### src/common/ddr3_lite_pkg.sv
package ddr3_lite_pkg;

  // Word address split, bank on top, then row, then column
  localparam int BANK_BITS = 3;
  localparam int ROW_BITS  = 13;
  localparam int COL_BITS  = 7;   // Word index within the row
  localparam int ADDR_BITS = BANK_BITS + ROW_BITS + COL_BITS;
  localparam int DATA_BITS = 32;
  localparam int NUM_BANKS = 1 << BANK_BITS;

  // DRAM timing in controller clocks
  localparam int T_RCD      = 2;
  localparam int T_RP       = 2;
  localparam int RD_LATENCY = 3;  // Read strobe to returned data

  // Power-up sequence
  localparam int INIT_RST_CYCLES = 16;
  localparam int INIT_CKE_CYCLES = 8;

  // Frame opcodes and response bytes
  localparam logic [7:0] OP_WRITE = 8'h01;
  localparam logic [7:0] OP_READ  = 8'h02;
  localparam logic [7:0] ACK_BYTE = 8'h00;
  localparam logic [7:0] ERR_BYTE = 8'hEE;

  // {ras_n, cas_n, we_n} for the commands the scheduler uses
  localparam logic [2:0] CMD_NOP = 3'b111;
  localparam logic [2:0] CMD_ACT = 3'b011;
  localparam logic [2:0] CMD_RD  = 3'b101;
  localparam logic [2:0] CMD_WR  = 3'b100;
  localparam logic [2:0] CMD_PRE = 3'b010;

  typedef enum logic [1:0] {
    REQ_WRITE,
    REQ_READ,
    REQ_BAD
  } req_op_e;

  typedef struct packed {
    req_op_e              op;
    logic [ADDR_BITS-1:0] addr;
    logic [DATA_BITS-1:0] wdata;
  } mem_req_t;

  typedef struct packed {
    req_op_e              op;
    logic [DATA_BITS-1:0] rdata;
  } mem_rsp_t;

  typedef struct packed {
    logic                 cs_n;
    logic                 ras_n;
    logic                 cas_n;
    logic                 we_n;
    logic [BANK_BITS-1:0] bank;
    logic [ROW_BITS-1:0]  addr;  // Row for ACT, column for RD and WR
  } dfi_cmd_t;

endpackage

### src/memreq/cmd_parser.sv
`timescale 1ns/1ps
module cmd_parser import ddr3_lite_pkg::*; (
  input  logic       clock,
  input  logic       rst_n_i,

  input  logic       s_tvalid_i,
  output logic       s_tready_o,
  input  logic       s_tkeep_i,
  input  logic       s_tlast_i,
  input  logic [7:0] s_tdata_i,

  output logic       req_valid_o,
  input  logic       req_ready_i,
  output mem_req_t   req_o
);

  logic                 take, beat;
  logic [3:0]           cnt_q, cnt_d;     // Kept bytes so far, saturates
  logic [3:0]           exp_len;
  logic                 frame_bad;
  req_op_e              op_q, op_dec;
  logic [23:0]          addr_q, addr_d;   // Three address bytes, MSB first
  logic [DATA_BITS-1:0] wdata_q, wdata_d;

  // One request in flight, stall the stream until it is taken
  assign s_tready_o = !req_valid_o;
  assign take       = s_tvalid_i && s_tready_o;
  assign beat       = take && s_tkeep_i;   // Filler bytes do not count

  assign op_dec = (s_tdata_i == OP_WRITE) ? REQ_WRITE :
                  (s_tdata_i == OP_READ)  ? REQ_READ  : REQ_BAD;

  assign exp_len   = (op_q == REQ_WRITE) ? 4'd8 : 4'd4;
  assign frame_bad = (op_q == REQ_BAD) || (cnt_d != exp_len);

  always_comb begin
    cnt_d   = cnt_q;
    addr_d  = addr_q;
    wdata_d = wdata_q;
    if (beat && cnt_q != 4'hF) cnt_d = cnt_q + 4'd1;
    if (beat && cnt_q >= 4'd1 && cnt_q <= 4'd3) begin
      addr_d = {addr_q[15:0], s_tdata_i};
    end
    // Data arrives LSB first, shift in from the top
    if (beat && cnt_q >= 4'd4 && cnt_q <= 4'd7) begin
      wdata_d = {s_tdata_i, wdata_q[DATA_BITS-1:8]};
    end
  end

  always_ff @(posedge clock or negedge rst_n_i) begin
    if (!rst_n_i) begin
      cnt_q       <= 4'd0;
      op_q        <= REQ_BAD;
      req_valid_o <= 1'b0;
    end else begin
      if (req_valid_o && req_ready_i) req_valid_o <= 1'b0;
      if (take) begin
        if (s_tlast_i) begin
          cnt_q       <= 4'd0;
          req_valid_o <= 1'b1;
        end else begin
          cnt_q <= cnt_d;
        end
        if (beat && cnt_q == 4'd0) op_q <= op_dec;
      end
    end
  end

  always_ff @(posedge clock) begin
    addr_q  <= addr_d;
    wdata_q <= wdata_d;
    if (take && s_tlast_i) begin
      req_o.op    <= frame_bad ? REQ_BAD : op_q;
      req_o.addr  <= addr_d[ADDR_BITS-1:0];
      req_o.wdata <= wdata_d;
    end
  end

  // Request must hold until the scheduler takes it
  a_req_stable: assert property (@(posedge clock) disable iff (!rst_n_i)
    req_valid_o && !req_ready_i |=> req_valid_o && $stable(req_o));

endmodule

### src/memreq/resp_framer.sv
`timescale 1ns/1ps
module resp_framer import ddr3_lite_pkg::*; (
  input  logic       clock,
  input  logic       rst_n_i,

  input  logic       rsp_valid_i,
  output logic       rsp_ready_o,
  input  mem_rsp_t   rsp_i,

  output logic       m_tvalid_o,
  input  logic       m_tready_i,
  output logic       m_tkeep_o,
  output logic       m_tlast_o,
  output logic [7:0] m_tdata_o
);

  logic                 accept, xfer;
  logic [1:0]           left_q;   // Bytes still to send after the current one
  logic [DATA_BITS-1:0] shift_q;

  assign rsp_ready_o = !m_tvalid_o;
  assign accept      = rsp_valid_i && rsp_ready_o;
  assign xfer        = m_tvalid_o && m_tready_i;

  assign m_tkeep_o = 1'b1;
  assign m_tdata_o = shift_q[7:0];
  assign m_tlast_o = (left_q == 2'd0);

  always_ff @(posedge clock or negedge rst_n_i) begin
    if (!rst_n_i) begin
      m_tvalid_o <= 1'b0;
      left_q     <= 2'd0;
    end else if (accept) begin
      m_tvalid_o <= 1'b1;
      left_q     <= (rsp_i.op == REQ_READ) ? 2'd3 : 2'd0;
    end else if (xfer) begin
      if (left_q == 2'd0) m_tvalid_o <= 1'b0;
      else                left_q     <= left_q - 2'd1;
    end
  end

  // Read data goes out LSB first, other responses are a single byte
  always_ff @(posedge clock) begin
    if (accept) begin
      if (rsp_i.op == REQ_READ) begin
        shift_q <= rsp_i.rdata;
      end else begin
        shift_q <= {{(DATA_BITS-8){1'b0}}, (rsp_i.op == REQ_WRITE) ? ACK_BYTE : ERR_BYTE};
      end
    end else if (xfer) begin
      shift_q <= shift_q >> 8;
    end
  end

endmodule

### src/ddr_ctrl/ddr_init.sv
`timescale 1ns/1ps
module ddr_init import ddr3_lite_pkg::*; (
  input  logic clock,
  input  logic rst_n_i,

  output logic dfi_rst_n_o,
  output logic dfi_cke_o,
  output logic init_done_o
);

  typedef enum logic [1:0] {
    INIT_RST,   // DRAM reset held low
    INIT_CKE,   // CKE high, waiting to settle
    INIT_DONE
  } init_st_e;

  init_st_e   st_q;
  logic [4:0] cnt_q;

  always_ff @(posedge clock or negedge rst_n_i) begin
    if (!rst_n_i) begin
      st_q  <= INIT_RST;
      cnt_q <= 5'(INIT_RST_CYCLES - 1);
    end else begin
      case (st_q)
        INIT_RST: begin
          if (cnt_q == 5'd0) begin
            st_q  <= INIT_CKE;
            cnt_q <= 5'(INIT_CKE_CYCLES - 1);
          end else begin
            cnt_q <= cnt_q - 5'd1;
          end
        end
        INIT_CKE: begin
          if (cnt_q == 5'd0) st_q  <= INIT_DONE;
          else               cnt_q <= cnt_q - 5'd1;
        end
        default: st_q <= INIT_DONE;   // Stays here until reset
      endcase
    end
  end

  assign dfi_rst_n_o = (st_q != INIT_RST);
  assign dfi_cke_o   = (st_q != INIT_RST);
  assign init_done_o = (st_q == INIT_DONE);

  // Configured only after CKE has been up for the full settle time
  a_cke_before_done: assert property (@(posedge clock) disable iff (!rst_n_i)
    init_done_o |-> dfi_cke_o && $past(dfi_cke_o, INIT_CKE_CYCLES));

endmodule

### src/ddr_ctrl/ddr_sched.sv
`timescale 1ns/1ps
module ddr_sched import ddr3_lite_pkg::*; (
  input  logic                 clock,
  input  logic                 rst_n_i,
  input  logic                 init_done_i,

  input  logic                 req_valid_i,
  output logic                 req_ready_o,
  input  mem_req_t             req_i,

  output logic                 rsp_valid_o,
  input  logic                 rsp_ready_i,
  output mem_rsp_t             rsp_o,

  output dfi_cmd_t             dfi_cmd_o,
  output logic                 dfi_wren_o,
  output logic [DATA_BITS-1:0] dfi_wdata_o,
  output logic                 dfi_rden_o,
  input  logic                 dfi_rvld_i,
  input  logic [DATA_BITS-1:0] dfi_rdata_i
);

  typedef enum logic [2:0] {
    S_IDLE,
    S_PRE,
    S_TRP,
    S_ACT,
    S_TRCD,
    S_ACCESS,
    S_RDWAIT,
    S_RSP
  } sched_st_e;

  sched_st_e            st_q;
  mem_req_t             req_q;
  logic [1:0]           wait_q;
  logic [NUM_BANKS-1:0] open_vld_q;
  logic [ROW_BITS-1:0]  open_row_q [NUM_BANKS];

  logic                 accept, row_hit;
  logic [BANK_BITS-1:0] in_bank, bank_q;
  logic [ROW_BITS-1:0]  in_row, row_q;
  logic [COL_BITS-1:0]  col_q;

  assign {in_bank, in_row}      = req_i.addr[ADDR_BITS-1:COL_BITS];
  assign {bank_q, row_q, col_q} = req_q.addr;

  assign req_ready_o = init_done_i && (st_q == S_IDLE);
  assign accept      = req_valid_i && req_ready_o;
  assign row_hit     = open_vld_q[in_bank] && (open_row_q[in_bank] == in_row);
  assign rsp_valid_o = (st_q == S_RSP);
  assign dfi_wdata_o = req_q.wdata;

  always_ff @(posedge clock or negedge rst_n_i) begin
    if (!rst_n_i) begin
      st_q       <= S_IDLE;
      wait_q     <= 2'd0;
      open_vld_q <= '0;
    end else begin
      case (st_q)
        S_IDLE: begin
          if (accept) begin
            if (req_i.op == REQ_BAD)         st_q <= S_RSP;    // No DRAM access
            else if (row_hit)                st_q <= S_ACCESS;
            else if (open_vld_q[in_bank])    st_q <= S_PRE;    // Wrong row open
            else                             st_q <= S_ACT;
          end
        end
        S_PRE: begin
          open_vld_q[bank_q] <= 1'b0;
          wait_q             <= 2'(T_RP - 1);
          st_q               <= S_TRP;
        end
        S_TRP: begin
          if (wait_q == 2'd0) st_q   <= S_ACT;
          else                wait_q <= wait_q - 2'd1;
        end
        S_ACT: begin
          open_vld_q[bank_q] <= 1'b1;
          wait_q             <= 2'(T_RCD - 1);
          st_q               <= S_TRCD;
        end
        S_TRCD: begin
          if (wait_q == 2'd0) st_q   <= S_ACCESS;
          else                wait_q <= wait_q - 2'd1;
        end
        S_ACCESS: st_q <= (req_q.op == REQ_READ) ? S_RDWAIT : S_RSP;
        S_RDWAIT: if (dfi_rvld_i) st_q <= S_RSP;
        S_RSP:    if (rsp_ready_i) st_q <= S_IDLE;
        default:  st_q <= S_IDLE;
      endcase
    end
  end

  always_ff @(posedge clock) begin
    if (accept) begin
      req_q    <= req_i;
      rsp_o.op <= req_i.op;
    end
    if (st_q == S_ACT) open_row_q[bank_q] <= row_q;
    if (st_q == S_RDWAIT && dfi_rvld_i) rsp_o.rdata <= dfi_rdata_i;
  end

  // Command decode, NOP unless the state issues something
  always_comb begin
    dfi_cmd_o.cs_n = 1'b1;
    {dfi_cmd_o.ras_n, dfi_cmd_o.cas_n, dfi_cmd_o.we_n} = CMD_NOP;
    dfi_cmd_o.bank = bank_q;
    dfi_cmd_o.addr = row_q;
    dfi_wren_o     = 1'b0;
    dfi_rden_o     = 1'b0;
    case (st_q)
      S_PRE: begin
        dfi_cmd_o.cs_n = 1'b0;
        {dfi_cmd_o.ras_n, dfi_cmd_o.cas_n, dfi_cmd_o.we_n} = CMD_PRE;
      end
      S_ACT: begin
        dfi_cmd_o.cs_n = 1'b0;
        {dfi_cmd_o.ras_n, dfi_cmd_o.cas_n, dfi_cmd_o.we_n} = CMD_ACT;
      end
      S_ACCESS: begin
        dfi_cmd_o.cs_n = 1'b0;
        dfi_cmd_o.addr = {{(ROW_BITS-COL_BITS){1'b0}}, col_q};
        if (req_q.op == REQ_READ) begin
          {dfi_cmd_o.ras_n, dfi_cmd_o.cas_n, dfi_cmd_o.we_n} = CMD_RD;
          dfi_rden_o = 1'b1;
        end else begin
          {dfi_cmd_o.ras_n, dfi_cmd_o.cas_n, dfi_cmd_o.we_n} = CMD_WR;
          dfi_wren_o = 1'b1;
        end
      end
      default: ;
    endcase
  end

  // RD or WR only to a bank whose row the table holds open
  a_access_open_bank: assert property (@(posedge clock) disable iff (!rst_n_i)
    !dfi_cmd_o.cs_n && dfi_cmd_o.ras_n && !dfi_cmd_o.cas_n |-> open_vld_q[dfi_cmd_o.bank]);

  // Read data returns a fixed number of cycles after the strobe
  a_rd_latency: assert property (@(posedge clock) disable iff (!rst_n_i)
    dfi_rden_o |-> ##RD_LATENCY dfi_rvld_i);

  a_rvld_expected: assert property (@(posedge clock) disable iff (!rst_n_i)
    dfi_rvld_i |-> $past(dfi_rden_o, RD_LATENCY));

endmodule

### src/design/ddr3_lite_top.sv
`timescale 1ns/1ps
module ddr3_lite_top import ddr3_lite_pkg::*; (
  input  logic                 clock,
  input  logic                 rst_n_i,

  // From USB or SPI
  input  logic                 s_tvalid_i,
  output logic                 s_tready_o,
  input  logic                 s_tkeep_i,
  input  logic                 s_tlast_i,
  input  logic [7:0]           s_tdata_i,

  // To USB or SPI
  output logic                 m_tvalid_o,
  input  logic                 m_tready_i,
  output logic                 m_tkeep_o,
  output logic                 m_tlast_o,
  output logic [7:0]           m_tdata_o,

  // DFI-style DRAM side
  output dfi_cmd_t             dfi_cmd_o,
  output logic                 dfi_wren_o,
  output logic [DATA_BITS-1:0] dfi_wdata_o,
  output logic                 dfi_rden_o,
  input  logic                 dfi_rvld_i,
  input  logic [DATA_BITS-1:0] dfi_rdata_i,
  output logic                 dfi_rst_n_o,
  output logic                 dfi_cke_o,

  output logic                 configured_o
);

  logic     req_valid, req_ready;
  logic     rsp_valid, rsp_ready;
  mem_req_t req;
  mem_rsp_t rsp;

  cmd_parser u_parser (
    .clock      (clock),
    .rst_n_i    (rst_n_i),
    .s_tvalid_i (s_tvalid_i),
    .s_tready_o (s_tready_o),
    .s_tkeep_i  (s_tkeep_i),
    .s_tlast_i  (s_tlast_i),
    .s_tdata_i  (s_tdata_i),
    .req_valid_o(req_valid),
    .req_ready_i(req_ready),
    .req_o      (req)
  );

  ddr_init u_init (
    .clock      (clock),
    .rst_n_i    (rst_n_i),
    .dfi_rst_n_o(dfi_rst_n_o),
    .dfi_cke_o  (dfi_cke_o),
    .init_done_o(configured_o)   // Also gates the scheduler
  );

  ddr_sched u_sched (
    .clock      (clock),
    .rst_n_i    (rst_n_i),
    .init_done_i(configured_o),
    .req_valid_i(req_valid),
    .req_ready_o(req_ready),
    .req_i      (req),
    .rsp_valid_o(rsp_valid),
    .rsp_ready_i(rsp_ready),
    .rsp_o      (rsp),
    .dfi_cmd_o  (dfi_cmd_o),
    .dfi_wren_o (dfi_wren_o),
    .dfi_wdata_o(dfi_wdata_o),
    .dfi_rden_o (dfi_rden_o),
    .dfi_rvld_i (dfi_rvld_i),
    .dfi_rdata_i(dfi_rdata_i)
  );

  resp_framer u_framer (
    .clock      (clock),
    .rst_n_i    (rst_n_i),
    .rsp_valid_i(rsp_valid),
    .rsp_ready_o(rsp_ready),
    .rsp_i      (rsp),
    .m_tvalid_o (m_tvalid_o),
    .m_tready_i (m_tready_i),
    .m_tkeep_o  (m_tkeep_o),
    .m_tlast_o  (m_tlast_o),
    .m_tdata_o  (m_tdata_o)
  );

endmodule

### config.mk
export PLATFORM = sky130hd
export DESIGN_NAME = ddr3_lite_top
export DESIGN_NICKNAME = d
export VERILOG_FILES = /design/src/common/ddr3_lite_pkg.sv /design/src/memreq/cmd_parser.sv /design/src/memreq/resp_framer.sv /design/src/ddr_ctrl/ddr_init.sv /design/src/ddr_ctrl/ddr_sched.sv /design/src/design/ddr3_lite_top.sv
export SDC_FILE = /design/constraint.sdc
export NUM_CORES = 1
export LEC_CHECK = 0
export BUFFER_PORTS_ARGS = -buffer_cell sky130_fd_sc_hd__buf_2
export CAP_MARGIN = 20
export CORE_MARGIN = 1.5
export CORE_UTILIZATION = 45
export CTS_BUF_LIST = sky130_fd_sc_hd__clkbuf_4
export CTS_CLUSTER_DIAMETER = 150
export DETAILED_ROUTE_END_ITERATION = 8
export GPL_TIMING_DRIVEN = 0
export PLACE_DENSITY = 0.72
export SLEW_MARGIN = 10
export SYNTH_ARGS = -nofsm -noshare
export SYNTH_HDL_FRONTEND = slang
export SYNTH_SLANG_ARGS = --single-unit
export TNS_END_PERCENT = 20
### constraint.sdc
create_clock -name clock -period 8.4 [get_ports clock]
set_input_delay 1.68 -clock clock [delete_from_list [all_inputs] [get_ports clock]]
set_output_delay 1.68 -clock clock [all_outputs]
set_load 0.02 [all_outputs]
After elaboration in Yosys (flattened, before gate mapping)
Memory sizes are Yosys's and may differ from the RTL's. A register that Yosys moved wholly into a read port is not among the register bits.
Index checks and enable logic that the tools add are counted.
W data, S select, Z words.
{ "word_totals": {"reg_bits": 263, "latch_bits": 0, "ram_bits": 104, "rom_bits": 0, "input_bits": 47, "out_inout_bits": 69, "wordCells": 158, "n_memories": 1} }
{ "op_classes": {"n_addsub": 4, "multipliers": 0, "n_div": 0, "magnitude_cmp": 7, "n_eq_ne": 27, "n_shift": 0, "muxes": 54, "bitwise_logic": 3, "n_reduce_logical": 42} }
{ "memory_table": {"columns": ["memory", "words", "width", "rd", "rd_ports_with_merged_regs", "wr", "line_no", "rtl"], "rows": [
  ["u_sched.open_row_q", 8, 13, 1, 1, 1, "ddr_sched.sv:38", "logic [ROW_BITS-1:0] open_row_q [NUM_BANKS];"]
]} }
{ "op_table": {"columns": ["operator", "n"], "rows": [
  ["$mux W32", 4],
  ["$mux W3", 8],
  ["$pmux W3 S8", 1],
  ["$mux W23", 1],
  ["$mux W2", 10],
  ["$logic_and A1 B1 Y1", 16],
  ["$mux W1", 16],
  ["$pmux W8 S2", 1],
  ["$eq A13 B13 Y1", 1],
  ["$mux W13", 1],
  ["$eq A3 B3 Y1 const B", 4],
  ["$mux W4", 3],
  ["$ne A2 B1 Y1 const B", 6],
  ["$pmux W4 S3", 1],
  ["$reduce_and A2 Y1", 6],
  ["$reduce_bool A2 Y1", 6],
  ["$logic_not A2 Y1", 5],
  ["$mux W5", 2],
  ["$pmux W5 S2", 1],
  ["$and A8 B8 Y8", 1],
  ["$eq A8 B1 Y1 const B", 1],
  ["$eq A8 B2 Y1 const B", 1],
  ["$lt A3 B4 Y1 const B", 2],
  ["$mux W8", 1],
  ["27 further kinds", 38]
]} }

Depth between registers and ports, before layout
Gate-level depths: netlist (run 1).
{ "depth": {"depth_word": 7, "ltp_mapped": 9, "mapped_depth_nobuf": 8} }

Hierarchy
A second synthesis (run 1) with hierarchy kept.
{ "unflattened": {"hier_cells": 817, "area_unflattened_um2": 14039.7} }
{ "by_module_without_submodules": {"columns": ["mod", "instances", "cells_per_inst", "area_per_inst_um2"], "rows": [
  ["ddr_sched", 1, 434, 8049.0],
  ["cmd_parser", 1, 238, 4078.9],
  ["resp_framer", 1, 114, 1556.5],
  ["ddr_init", 1, 31, 355.3]
]} }

Least setup slack after synthesis (run 1)
Ideal clock, no wire load.
{ "synth_timing": {"path_kind": "input-to-reg", "from": "input dfi_rvld_i", "to": "register u_sched.rsp_o[0] (netlist name), enable pin", "setup_time_ns": 0.425, "arrival_time_ns": 3.293, "required_time_ns": 7.975, "path_slack_ns": 4.682, "cell_stages": 2, "path_buffers": 0, "cell_sequence": "nor2b_1 > nor2b_1"} }
{ "synth_via": {"elab_chain_len": 1} }
{ "synth_lines": {"columns": ["element", "line_no", "rtl"], "rows": [
  ["from (decl)", "ddr3_lite_top.sv:25", "input logic dfi_rvld_i,"],
  ["$logic_and A1 B1 Y1", "ddr_sched.sv:101", "if (st_q == S_RDWAIT && dfi_rvld_i) rsp_o.rdata <= dfi_rdata_i;"],
  ["to (decl)", "ddr_sched.sv:13", "output mem_rsp_t rsp_o,"]
]} }
No other way between the ends.
A chain may end at the register's enable or synchronous reset.

==> impl_metrics.xml, run 1 <==
<?xml version="1.0" encoding="UTF-8"?>
<metrics>
  <group name="floorplanning">
    <metric name="area_of_the_core_region" unit="sq um">30600</metric>
    <metric name="fp.dieH" unit="microns">179</metric>
    <metric name="fp.dieArea" unit="sq um">32200</metric>
    <metric name="dieWidth" unit="microns">179</metric>
    <metric name="floorplan.io_pins" unit="">116</metric>
    <metric name="rows" unit="">64</metric>
    <metric name="initial_utilization" unit="">0.458</metric>
  </group>
  <group name="logic_synthesis">
    <metric name="post_synth.cell_area_avg" unit="sq um">16.1</metric>
    <metric name="summed_instance_area_of_the_synthesized_netlist" unit="sq um">14000</metric>
    <metric name="ys_seq_area_frac" unit="">0.741</metric>
    <metric name="synth.mux.area_fraction" unit="">0.102</metric>
    <metric name="gate_count_after_technology_mapping" unit="">868</metric>
    <metric name="yosys.cell_types.count" unit="">56</metric>
    <metric name="synth_top_family_by_area" unit="">multiplexers</metric>
    <metric name="synthesis.yosys.warnings" unit="">0</metric>
    <metric name="yosys_most_used_dff" unit="">edfxtp_1</metric>
    <metric name="count_of_flip_flops_with_a_built_in_enable_after_synthesis" unit="">282</metric>
    <metric name="postSynthRegisterBits" unit="">370</metric>
    <metric name="yosys.area_share.simple" unit="">0.0588</metric>
    <metric name="xor_xnor_cell_area_share_of_the_yosys_netlist" unit="">0.0100</metric>
    <metric name="synthAdderAreaFrac" unit="">0.00696</metric>
    <metric name="postSynth.asyncResetShare" unit="">0.0811</metric>
    <metric name="synth-compound-area-share" unit="">0.0411</metric>
    <metric name="synth_nets" unit="">922</metric>
  </group>
  <group name="clocking">
    <metric name="clockBufferDepth" unit="">3</metric>
    <metric name="clk_latency" unit="ps">690</metric>
    <metric name="path_clk_slew" unit="ps">70</metric>
    <metric name="numClockSinks" unit="">370</metric>
    <metric name="cts-resized-gates" unit="">0</metric>
    <metric name="cts_max_level" unit="">3</metric>
    <metric name="post_cts_hold_buffer_count" unit="">0</metric>
    <metric name="number_of_buffers_inserted_to_repair_setup_after_cts" unit="">0</metric>
    <metric name="tritoncts" unit="">yes</metric>
    <metric name="cts_inserted_buffers" unit="">92</metric>
    <metric name="cts_root_buffer" unit="">clkbuf_4</metric>
  </group>
  <group name="timing">
    <metric name="max_slew_margin" unit="">0.382</metric>
    <metric name="clock-skew-final" unit="ps">47.3</metric>
    <metric name="report.final.setup_viol" unit="">0</metric>
    <metric name="period_minus_slack" unit="ps">4610</metric>
    <metric name="clock.fmax" unit="MHz">217</metric>
    <metric name="setup_tns" unit="ps">0</metric>
    <metric name="worst_slew_pin_slew" unit="ps">924</metric>
    <metric name="grt_setup_unrepaired" unit="">false</metric>
    <metric name="finalHoldViolations" unit="">0</metric>
    <metric name="maxSlewViolCount" unit="">0</metric>
    <metric name="finalCritPeriodShare" unit="">0.549</metric>
  </group>
  <group name="placement">
    <metric name="place.detailed.instances" unit="">1385</metric>
    <metric name="place.gp.congestion" unit="">0.778</metric>
    <metric name="placement.io_buffers" unit="">114</metric>
    <metric name="dp_hpwl" unit="microns">17700</metric>
  </group>
  <group name="critical_path">
    <metric name="critPathKind" unit="">reg2out</metric>
    <metric name="critPathArrivalTime" unit="ps">2930</metric>
    <metric name="critPathCaptureType" unit="">output pin</metric>
    <metric name="startpoint_types" unit="">flip-flop</metric>
    <metric name="crit_path_max_fanout" unit="">10</metric>
    <metric name="worst_ep_required_time" unit="ps">6720</metric>
  </group>
  <group name="route">
    <metric name="routed_wire_length_per_instance" unit="microns">17.2</metric>
    <metric name="wl_met2" unit="microns">13000</metric>
    <metric name="wl_met3" unit="microns">1810</metric>
    <metric name="detailedRoute.firstPassIterationCount" unit="">5</metric>
    <metric name="drt-vias-per-instance" unit="">4.96</metric>
    <metric name="route.layer.met1.wl" unit="microns">11400</metric>
    <metric name="route.top_layer_used" unit="">met4</metric>
    <metric name="iteration_0_drc_markers" unit="">554</metric>
    <metric name="drc" unit="">0</metric>
    <metric name="routed-via-count" unit="">7710</metric>
    <metric name="detailed_route_wire_length" unit="microns">26800</metric>
    <metric name="ant_nets" unit="">0</metric>
  </group>
  <group name="final_layout">
    <metric name="final.fill_count" unit="">2493</metric>
    <metric name="area_growth_syn_to_layout" unit="%">17.3</metric>
    <metric name="drive_above_1_share" unit="">0.382</metric>
    <metric name="multi_input_comb_area" unit="sq um">3110</metric>
    <metric name="seq_area" unit="sq um">10400</metric>
    <metric name="post_layout_nonfiller_instances" unit="">1555</metric>
    <metric name="mostFrequentLayoutCell" unit="">edfxtp_1</metric>
    <metric name="layout_common_cells" unit="">edfxtp_1, clkbuf_4, buf_2, nand2_1, mux2_2</metric>
    <metric name="net_count_final" unit="">1137</metric>
  </group>
  <group name="global_route">
    <metric name="globalRouteTotalUtil" unit="">0.168</metric>
    <metric name="first_pass_grt_wire_length" unit="microns">42400</metric>
    <metric name="initial_antenna_violation_count" unit="">2</metric>
    <metric name="first_global_vias" unit="">8054</metric>
    <metric name="globalRoute.totalOverflow" unit="">0</metric>
    <metric name="grt_start_max_net_pins" unit="">61</metric>
  </group>
  <group name="power">
    <metric name="pwr-share-comb" unit="">0.209</metric>
    <metric name="power.share.sequential" unit="">0.495</metric>
    <metric name="net-switching-power" unit="mW">1.46</metric>
    <metric name="internal_portion_of_total_power" unit="mW">3.64</metric>
    <metric name="static-leakage-power" unit="nW">6.29</metric>
    <metric name="ir_drop" unit="V">0.000179</metric>
    <metric name="power-per-cell-area" unit="nW/um^2">310</metric>
    <metric name="power.clock.fraction" unit="">0.296</metric>
    <metric name="swShare" unit="">0.286</metric>
  </group>
  <group name="worst_hold_path">
    <metric name="hold_path_class" unit="">reg2reg</metric>
  </group>
  <group name="job">
    <metric name="total_of_max_cap_violations" unit="">0</metric>
  </group>
  <group name="run_status">
    <metric name="status" unit="">complete, no violations</metric>
  </group>
</metrics>
==> state kept, by name, summed over array words and instances, names as in the netlist, 13 cells and up, named ones only <==
register,count
u_parser.req_o,57
u_sched.rsp_o,34
u_parser.wdata_q,32
u_sched.dfi_wdata_o,32
u_parser.addr_q,23
u_framer.shift_q,32
u_sched.req_q,13
u_sched.open_row_q,104
==> stage by stage <==
step                setup slack, ps   util  power [mW]  area (sq um)  hold WS, ps
CTS                            3680  0.537        5.15         16400          414
global route                   3600  0.537        5.37         16400          422
finish                         3790  0.537        5.09         16400          412
floorplan                      4680      -        3.27         14000          400
detailed placement             4450  0.497        3.63         15200          405
global placement               3920  0.493        3.56         15100          401
==> synthesized netlist by cell type, types with 6 or more instances <==
| cell type | number | area share |
|---|---|---|
| edfxtp_1 | 282 | 0.60 |
| nand2_1 | 78 | 0.021 |
| mux2_2 | 64 | 0.051 |
| dfxtp_1 | 58 | 0.083 |
| buf_4 | 49 | 0.026 |
| o21ai_0 | 46 | 0.016 |
| nor2_1 | 35 | 0.0094 |
| mux2i_1 | 31 | 0.022 |
| dfrtp_1 | 25 | 0.045 |
| a21oi_1 | 21 | 0.0075 |
| inv_1 | 18 | 0.0048 |
| mux4_2 | 18 | 0.029 |
| clkbuf_1 | 16 | 0.0043 |
| and2_1 | 15 | 0.0067 |
| xor2_1 | 11 | 0.0069 |
| a22oi_1 | 8 | 0.0043 |
| nor2b_1 | 8 | 0.0036 |
| ha_1 | 7 | 0.0062 |
| nand3b_1 | 6 | 0.0032 |
| nor3_1 | 6 | 0.0021 |
==> cell type report <==
| class | instances | area share |
|---|---|---|
| well taps | 396 | 0.0301 |
| inverters | 18 | 0.00441 |
| flip-flops and latches | 370 | 0.632 |
| diodes | 2 | 0.000304 |
| repair buffers | 121 | 0.0405 |
| multi-input cells | 408 | 0.189 |
| plain buffers | 72 | 0.0295 |
| clock buffers | 156 | 0.0712 |
| clock inverters | 12 | 0.00312 |
==> power groups by stage <==
stage               Combinational, mW  Sequential [mW]  Clock [mW]
global route                     1.17             2.55        1.65
floorplan                       0.758             2.51           0
detailed placement               1.07             2.56           0
finish                           1.06             2.52        1.51
global placement                 1.01             2.56           0
CTS                              1.08             2.52        1.56
==> logic make-up after synthesis <==
| logic type | count (synthesis) |
|---|---|
| flip-flops | 370 |
| AND/OR/NAND/NOR | 175 |
| XOR/XNOR | 16 |
| multiplexers | 113 |
| buffers and inverters | 90 |
| adder cells (fa/ha/maj) | 8 |
| other | 1 |
| AO/OA/AOI/OAI | 95 |
==> final timing paths <==
kind / to / from / slack (ps) / cells after the start
max: dfi_cmd_o[5] / u_sched.st_q[2]$_DFFE_PN0P_ / 3790 / 6
min: u_sched.dfi_wdata_o[12]$_DFFE_PP_ / u_parser.req_o[12]$_DFFE_PP_ / 410 / 0
max reg2reg: u_sched.st_q[2]$_DFFE_PN0P_ / u_init.st_q[1]$_DFFE_PN0P_ / 5660 / 8
min reg2reg: u_sched.dfi_wdata_o[12]$_DFFE_PP_ / u_parser.req_o[12]$_DFFE_PP_ / 410 / 0
max in group asynchronous: u_parser.op_q[0]$_DFFE_PN0P_ / rst_n_i / 6870 / 1
min in group asynchronous: u_framer.m_tvalid_o$_DFFE_PN0P_ / rst_n_i / 1040 / 1
==> worst max-delay path: stages (launching register included) <==
cell      delay [ps]
dfrtp_1          370
clkbuf_1         200
nor2b_1          220
nand2_1          330
clkbuf_1         510
mux2_2           430
buf_2            170
==> metal layers <==
metal | up-vias | GRT usage
li1 | 3681 | -
met3 | 56 | 0.0498
met4 | 0 | 0.0673
met2 | 246 | 0.274
met5 | - | 0
met1 | 3727 | 0.211
(Power assumes the default switching activity.)
==> inputs of run 2 (changes only) <==
ABC_AREA = 1   (was unset)
clock period = 4.3 ns   (was 8.4 ns; I/O delays follow)
==> run 2 against run 1 <==
Effect of this change:
- total power up 110%
- clock skew up 3.0 ps
- combinational power up 150%
==> impl_metrics.xml, run 2 <==
<?xml version="1.0" encoding="UTF-8"?>
<metrics>
  <group name="critical_path">
    <metric name="critPathKind" unit="">reg2out</metric>
    <metric name="crit_slowest_cell" unit="">dfrtp_1</metric>
    <metric name="crit-reg2reg-launch" unit="">u_sched.st_q[2]$_DFFE_PN0P_</metric>
    <metric name="critPathCaptureType" unit="">output pin</metric>
    <metric name="ff2ff_path_depth" unit="">5</metric>
    <metric name="worst_ep_required_time" unit="ps">3440</metric>
    <metric name="setup.reg_to_reg.worst_slack" unit="ps">1930</metric>
    <metric name="startpoint_types" unit="">flip-flop</metric>
    <metric name="crit_path_cell_trace" unit="">nor2_1, nor2_1, nor2_2, inv_1, buf_2, nand2_1, nand2_1, buf_2</metric>
    <metric name="crit_path_max_fanout" unit="">10</metric>
    <metric name="slowest_delay" unit="ps">460</metric>
    <metric name="worstReg2RegEnd" unit="">u_sched.open_row_q[4][7]$_DFFE_PP_</metric>
    <metric name="critPathArrivalTime" unit="ps">2730</metric>
  </group>
  <group name="final_layout">
    <metric name="post_layout_nonfiller_instances" unit="">1930</metric>
    <metric name="net_count_final" unit="">1501</metric>
    <metric name="top_registers" unit="">u_sched.open_row_q: 104 flops, u_parser.req_o: 57 flops, u_sched.rsp_o: 34 flops</metric>
    <metric name="largest_register_ff_count" unit="">104</metric>
    <metric name="final.fill_count" unit="">2610</metric>
    <metric name="area_growth_syn_to_layout" unit="%">18.2</metric>
    <metric name="layout_common_cells" unit="">edfxtp_1, nand2_1, inv_1, clkbuf_4, buf_2</metric>
    <metric name="mostFrequentLayoutCell" unit="">edfxtp_1</metric>
    <metric name="drive_above_1_share" unit="">0.255</metric>
    <metric name="regMostFlops" unit="">u_sched.open_row_q</metric>
  </group>
  <group name="global_route">
    <metric name="grt_start_max_net_pins" unit="">33</metric>
    <metric name="globalRouteTotalUtil" unit="">0.191</metric>
    <metric name="globalRoute.totalOverflow" unit="">0</metric>
    <metric name="first_pass_grt_wire_length" unit="microns">48700</metric>
    <metric name="initial_antenna_violation_count" unit="">3</metric>
    <metric name="first_global_vias" unit="">9661</metric>
  </group>
  <group name="route">
    <metric name="routed_wire_length_per_instance" unit="microns">16.3</metric>
    <metric name="drc" unit="">0</metric>
    <metric name="routed-via-count" unit="">9416</metric>
    <metric name="detailed_route_wire_length" unit="microns">31500</metric>
    <metric name="detailedRoute.firstPassIterationCount" unit="">5</metric>
    <metric name="drt-vias-per-instance" unit="">4.88</metric>
    <metric name="ant_nets" unit="">0</metric>
    <metric name="iteration_0_drc_markers" unit="">788</metric>
  </group>
  <group name="power">
    <metric name="pwr-share-comb" unit="">0.243</metric>
    <metric name="power" unit="mW">10.8</metric>
    <metric name="power-per-cell-area" unit="nW/um^2">630</metric>
    <metric name="static-leakage-power" unit="nW">7.28</metric>
    <metric name="internal_portion_of_total_power" unit="mW">7.32</metric>
    <metric name="power.share.sequential" unit="">0.467</metric>
    <metric name="power.clock.fraction" unit="">0.289</metric>
    <metric name="net-switching-power" unit="mW">3.46</metric>
    <metric name="ir_drop" unit="V">0.000456</metric>
    <metric name="swShare" unit="">0.321</metric>
  </group>
  <group name="logic_synthesis">
    <metric name="ys_seq_area_frac" unit="">0.717</metric>
    <metric name="postSynth.asyncResetShare" unit="">0.0811</metric>
    <metric name="yosys.cell_types.count" unit="">39</metric>
    <metric name="yosys.cell_count.top_type" unit="">edfxtp_1</metric>
    <metric name="count_of_flip_flops_with_a_built_in_enable_after_synthesis" unit="">282</metric>
    <metric name="post_synth.cell_area_avg" unit="sq um">11.8</metric>
    <metric name="yosys.area.top_type_share" unit="">0.585</metric>
    <metric name="post-synth-top-area-cell" unit="">edfxtp_1</metric>
    <metric name="synth_nets" unit="">1281</metric>
    <metric name="yosys-top-cells-area" unit="">edfxtp_1, dfxtp_1, nand2_1</metric>
    <metric name="top_cells_by_count_synth" unit="">edfxtp_1, nand2_1, inv_1</metric>
    <metric name="gate_count_after_technology_mapping" unit="">1227</metric>
    <metric name="synthesis.yosys.warnings" unit="">0</metric>
    <metric name="postSynthRegisterBits" unit="">370</metric>
    <metric name="yosys_most_used_dff" unit="">edfxtp_1</metric>
    <metric name="summed_instance_area_of_the_synthesized_netlist" unit="sq um">14500</metric>
  </group>
  <group name="run_status">
    <metric name="status" unit="">complete, no violations</metric>
  </group>
  <group name="timing">
    <metric name="clock.fmax" unit="MHz">279</metric>
    <metric name="finalCritPeriodShare" unit="">0.834</metric>
    <metric name="maxSlewViolCount" unit="">0</metric>
    <metric name="worst_slew_pin_slew" unit="ps">980</metric>
    <metric name="clock-skew-final" unit="ps">50.3</metric>
    <metric name="max_slew_margin" unit="">0.346</metric>
    <metric name="report.final.setup_viol" unit="">0</metric>
    <metric name="period_minus_slack" unit="ps">3590</metric>
    <metric name="grt_setup_unrepaired" unit="">false</metric>
    <metric name="finalHoldViolations" unit="">0</metric>
    <metric name="final.setup.worst_slack" unit="ps">713</metric>
    <metric name="setup_tns" unit="ps">0</metric>
    <metric name="hold_ws" unit="ps">222</metric>
  </group>
  <group name="floorplanning">
    <metric name="fp.dieH" unit="microns">182</metric>
    <metric name="floorplan.io_pins" unit="">116</metric>
    <metric name="fp.dieArea" unit="sq um">33300</metric>
    <metric name="dieWidth" unit="microns">182</metric>
    <metric name="rows" unit="">65</metric>
    <metric name="initial_utilization" unit="">0.458</metric>
    <metric name="area_of_the_core_region" unit="sq um">31600</metric>
  </group>
  <group name="clocking">
    <metric name="numClockSinks" unit="">370</metric>
    <metric name="path_clk_slew" unit="ps">70</metric>
    <metric name="number_of_buffers_inserted_to_repair_setup_after_cts" unit="">0</metric>
    <metric name="tritoncts" unit="">yes</metric>
    <metric name="cts_inserted_buffers" unit="">91</metric>
    <metric name="cts_max_level" unit="">3</metric>
    <metric name="cts-resized-gates" unit="">0</metric>
    <metric name="clk_latency" unit="ps">720</metric>
    <metric name="clockBufferDepth" unit="">3</metric>
    <metric name="cts_root_buffer" unit="">clkbuf_4</metric>
    <metric name="post_cts_hold_buffer_count" unit="">0</metric>
  </group>
  <group name="worst_hold_path">
    <metric name="hold_path_class" unit="">in2async</metric>
  </group>
  <group name="placement">
    <metric name="dp_hpwl" unit="microns">21200</metric>
    <metric name="place.gp.congestion" unit="">0.830</metric>
    <metric name="placement.io_buffers" unit="">114</metric>
    <metric name="place.detailed.instances" unit="">1756</metric>
    <metric name="detailedPlace.worstSlack" unit="ps">1390</metric>
  </group>
  <group name="job">
    <metric name="total_of_max_cap_violations" unit="">0</metric>
  </group>
</metrics>
## run 2: power by group through the flow
stage          clock, mW  sequential (mW)  combinational (mW)
3_3_place_gp           0             5.12                2.43
4_1_cts             3.19             5.03                2.64
5_1_grt             3.37             5.10                2.90
2_1_floorplan          0             5.02                1.73
6_report            3.12             5.04                2.62
3_5_place_dp           0             5.10                2.62
## run 2: critical path, delay by kind of cell, from the launching register on
kind | cells | cell delay [ps]
and+or+nand+nor | 5 | 860
buffers and inverters | 3 | 730
DFF | 1 | 460
## run 2: routing by layer
layer / up-vias / track usage / share of wire
li1: 4551 / - / -
met1: 4481 / 0.219 / 0.39
met2: 316 / 0.333 / 0.51
met3: 66 / 0.0613 / 0.081
met4: 2 / 0.0737 / 0.022
met5: - / 0 / 0.00032
## run 2: layout make-up
cell class	instances	area, sq um	share of cell area
sequential	370	10400	0.607
multi-input combinational	621	3040	0.178
clock buffer	133	998	0.0584
timing repair buffer	127	773	0.0452
inverter	156	586	0.0342
buffer	80	529	0.0309
tap	402	503	0.0294
clock inverter	39	290	0.0170
antenna	2	5.00	0.000292
## run 2: worst max path at each step
stage	cells past startpoint	to	start
after floorplan	11	u_sched.st_q[2]$_DFFE_PN0P_	u_init.st_q[1]$_DFFE_PN0P_
after global placement	12	u_sched.st_q[2]$_DFFE_PN0P_	u_sched.st_q[1]$_DFFE_PN0P_
after detailed placement	9	dfi_cmd_o[6]	u_sched.st_q[0]$_DFFE_PN0P_
after CTS	8	dfi_cmd_o[6]	u_sched.st_q[2]$_DFFE_PN0P_
after global routing	9	dfi_cmd_o[6]	u_sched.st_q[0]$_DFFE_PN0P_
final	8	dfi_cmd_o[6]	u_sched.st_q[2]$_DFFE_PN0P_
## run 2: through the flow
| stage | area, sq um | util |
|---|---|---|
| 6_report | 17100 | 0.541 |
| 2_1_floorplan | 14500 | - |
| 3_3_place_gp | 15600 | 0.492 |
| 4_1_cts | 17100 | 0.541 |
| 3_5_place_dp | 15800 | 0.500 |
| 5_1_grt | 17100 | 0.541 |
## run 2: logic make-up (layout without fill, tap and decap cells)
family	after synthesis	count (layout)	synth area share
xor gates and xnor gates	4	4	0.00242
buffers and inverters	236	535	0.0770
DFF	370	370	0.717
muxes	27	27	0.0209
other	1	3	0.000259
and+or+nand+nor	484	484	0.138
AOI/OAI and AO/OA	98	98	0.0383
adders and majority gates	7	7	0.00605
==> inputs of run 3 (changes only) <==
clock period = 3.6 ns   (was 4.3 ns; I/O delays follow)
==> run 3 against run 2 <==
Effect of this change:
- non-clock buffer count stayed put
- clock power rose by 14%
- cell area decreased by 0.14%
- combinational power increased by 20%
- first-iteration DRC count down 20%
- flip-flop and latch count did not move
- utilization down 0.075 points
- sequential share of layout area increased by 0.085 points
- via count fell by 0.92%
- hold slack lost 190 ps
- count of clock-buffer cells in the layout is 11 higher
- register-to-register slack got worse by 690 ps
- critical endpoint is now dfi_cmd_o[5]
- largest cell class unchanged
==> impl_metrics.xml, run 3 (synthesis results as in run 2) <==
<?xml version="1.0" encoding="UTF-8"?>
<metrics>
  <group name="run_status">
    <metric name="status" unit="">complete, no violations</metric>
  </group>
  <group name="route">
    <metric name="detailed_route_wire_length" unit="microns">30800</metric>
    <metric name="drt-vias-per-instance" unit="">4.83</metric>
    <metric name="iteration_0_drc_markers" unit="">628</metric>
    <metric name="ant_nets" unit="">0</metric>
    <metric name="detailedRoute.firstPassIterationCount" unit="">5</metric>
    <metric name="routed_wire_length_per_instance" unit="microns">16.0</metric>
    <metric name="routed-via-count" unit="">9329</metric>
    <metric name="drc" unit="">0</metric>
  </group>
  <group name="timing">
    <metric name="worst_slew_pin_slew" unit="ps">933</metric>
    <metric name="maxSlewViolCount" unit="">0</metric>
    <metric name="finalCritPeriodShare" unit="">0.937</metric>
    <metric name="max_slew_margin" unit="">0.377</metric>
    <metric name="clock.fmax" unit="MHz">297</metric>
    <metric name="hold_ws" unit="ps">36.2</metric>
    <metric name="clock-skew-final" unit="ps">74.0</metric>
    <metric name="grt_setup_unrepaired" unit="">false</metric>
    <metric name="period_minus_slack" unit="ps">3370</metric>
    <metric name="setup_tns" unit="ps">0</metric>
    <metric name="report.final.setup_viol" unit="">0</metric>
    <metric name="finalHoldViolations" unit="">0</metric>
  </group>
  <group name="clocking">
    <metric name="number_of_buffers_inserted_to_repair_setup_after_cts" unit="">0</metric>
    <metric name="cts_root_buffer" unit="">clkbuf_4</metric>
    <metric name="tritoncts" unit="">yes</metric>
    <metric name="cts_inserted_buffers" unit="">92</metric>
    <metric name="clk_latency" unit="ps">740</metric>
    <metric name="clockBufferDepth" unit="">3</metric>
    <metric name="cts_max_level" unit="">3</metric>
    <metric name="path_clk_slew" unit="ps">70</metric>
    <metric name="numClockSinks" unit="">370</metric>
  </group>
  <group name="final_layout">
    <metric name="final.fill_count" unit="">2624</metric>
    <metric name="largest_register_ff_count" unit="">104</metric>
    <metric name="post_route_core_utilization" unit="">0.540</metric>
    <metric name="regMostFlops" unit="">u_sched.open_row_q</metric>
    <metric name="fin_area" unit="sq um">17100</metric>
    <metric name="drive_above_1_share" unit="">0.262</metric>
    <metric name="layout_common_cells" unit="">edfxtp_1, nand2_1, inv_1, clkbuf_4, buf_2</metric>
    <metric name="post_layout_nonfiller_instances" unit="">1930</metric>
    <metric name="mostFrequentLayoutCell" unit="">edfxtp_1</metric>
    <metric name="net_count_final" unit="">1502</metric>
    <metric name="area_growth_syn_to_layout" unit="%">18.0</metric>
    <metric name="top_registers" unit="">u_sched.open_row_q: 104 flops, u_parser.req_o: 57 flops, u_sched.rsp_o: 34 flops</metric>
  </group>
  <group name="critical_path">
    <metric name="critPathKind" unit="">reg2out</metric>
    <metric name="worst_ep_required_time" unit="ps">2880</metric>
    <metric name="startpoint_types" unit="">flip-flop</metric>
    <metric name="crit_path_max_fanout" unit="">10</metric>
    <metric name="crit-reg2reg-launch" unit="">u_sched.st_q[2]$_DFFE_PN0P_</metric>
    <metric name="slowest_delay" unit="ps">430</metric>
    <metric name="critPathCaptureType" unit="">output pin</metric>
    <metric name="crit_slowest_cell" unit="">dfrtp_1</metric>
    <metric name="critPathArrivalTime" unit="ps">2650</metric>
    <metric name="crit_path_cell_trace" unit="">inv_2, nor2_2, nor2_1, nor2_4, inv_1, buf_2, nand2_1, nand2_1, buf_2</metric>
    <metric name="ff2ff_path_depth" unit="">8</metric>
    <metric name="setup.reg_to_reg.worst_slack" unit="ps">1240</metric>
    <metric name="worstReg2RegEnd" unit="">u_framer.shift_q[24]$_SDFFCE_PN0P_</metric>
  </group>
  <group name="placement">
    <metric name="place.gp.congestion" unit="">0.864</metric>
    <metric name="place.detailed.instances" unit="">1756</metric>
    <metric name="dp_hpwl" unit="microns">21000</metric>
    <metric name="placement.io_buffers" unit="">114</metric>
    <metric name="post_dp_cell_area" unit="sq um">15800</metric>
  </group>
  <group name="global_route">
    <metric name="globalRoute.busiestLayer" unit="">met2</metric>
    <metric name="first_global_vias" unit="">9531</metric>
    <metric name="grt_start_max_net_pins" unit="">31</metric>
    <metric name="grt_util_met2" unit="">0.317</metric>
    <metric name="initial_antenna_violation_count" unit="">1</metric>
    <metric name="globalRouteMet1Util" unit="">0.221</metric>
    <metric name="grtUsageMet3" unit="">0.0597</metric>
    <metric name="globalRouteTotalUtil" unit="">0.188</metric>
    <metric name="globalRoute.totalOverflow" unit="">0</metric>
    <metric name="first_pass_grt_wire_length" unit="microns">48000</metric>
  </group>
  <group name="floorplanning">
    <metric name="fp.dieH" unit="microns">182</metric>
    <metric name="dieWidth" unit="microns">182</metric>
    <metric name="initial_utilization" unit="">0.458</metric>
    <metric name="floorplan.io_pins" unit="">116</metric>
    <metric name="fp.dieArea" unit="sq um">33300</metric>
    <metric name="area_of_the_core_region" unit="sq um">31600</metric>
    <metric name="rows" unit="">65</metric>
  </group>
  <group name="job">
    <metric name="total_of_max_cap_violations" unit="">0</metric>
  </group>
  <group name="worst_hold_path">
    <metric name="hold_path_class" unit="">in2async</metric>
  </group>
  <group name="power">
    <metric name="ir_drop" unit="V">0.000490</metric>
    <metric name="static-leakage-power" unit="nW">7.27</metric>
    <metric name="power-per-cell-area" unit="nW/um^2">744</metric>
  </group>
</metrics>
## run 3: changes by cell type in the layout (fill, tap and decap cells not counted), sizes merged
| cell | delta |
|---|---|
| bufinv | -4 |
| inv | -1 |
| clkinv | -5 |
| diode | -1 |
| clkbuf | +11 |
## run 3: repair_timing
action	in CTS	in global routing
gates resized for setup	1	1
endpoints found under the setup margin	1	4
hold buffers	0	0
cloned	0	0
## run 3: layer usage
metal	vias to the layer above	part of all wire
li1	4562	-
met1	4417	0.40
met2	282	0.49
met5	-	0
met4	0	0.030
met3	68	0.073
## run 3: worst max path at each step
stage	startpoint	end	slack, ps	depth (start not counted)
after floorplan	m_tready_i	u_framer.shift_q[0]$_DFFE_PP_	100	2
after global placement	m_tready_i	u_framer.shift_q[24]$_SDFFCE_PN0P_	-900	3
after detailed placement	u_sched.st_q[2]$_DFFE_PN0P_	dfi_cmd_o[5]	790	8
after CTS	u_sched.st_q[2]$_DFFE_PN0P_	dfi_cmd_o[5]	100	8
after global routing	u_sched.st_q[0]$_DFFE_PN0P_	dfi_cmd_o[5]	40	9
final	u_sched.st_q[0]$_DFFE_PN0P_	dfi_cmd_o[5]	230	9
## run 3: area by class of cell
class	count	area [sq um]	area share
Clock buffer	144	1080	0.0633
Inverter	156	586	0.0343
Timing Repair Buffer	127	788	0.0461
Buffer	80	529	0.0310
Antenna cell	1	2.50	0.000146
Clock inverter	29	164	0.00959
Tap cell	402	503	0.0294
Sequential cell	370	10400	0.608
Multi-Input combinational cell	621	3050	0.178
## run 3: per-stage QoR
stage	worst slack, ps	power [mW]
CTS	98.9	12.8
detailed placement	787	9.22
global route	37.1	13.4
global placement	-895	9.02
floorplan	95.2	8.06
finish	227	12.7
## run 3: critical path: cells and delay by family (launching register included)
kind	cells	cell delay (ps)
buf+inv	4	940
flops	1	430
simple gates	5	610
## run 3: report_power, final
group	internal (mW)	switching, mW	leakage, nW	total, mW
Combinational	1.04	2.10	3.11	3.14
Clock	1.91	1.65	0.739	3.56
Sequential	5.64	0.371	3.43	6.01
Total	8.59	4.12	7.27	12.7
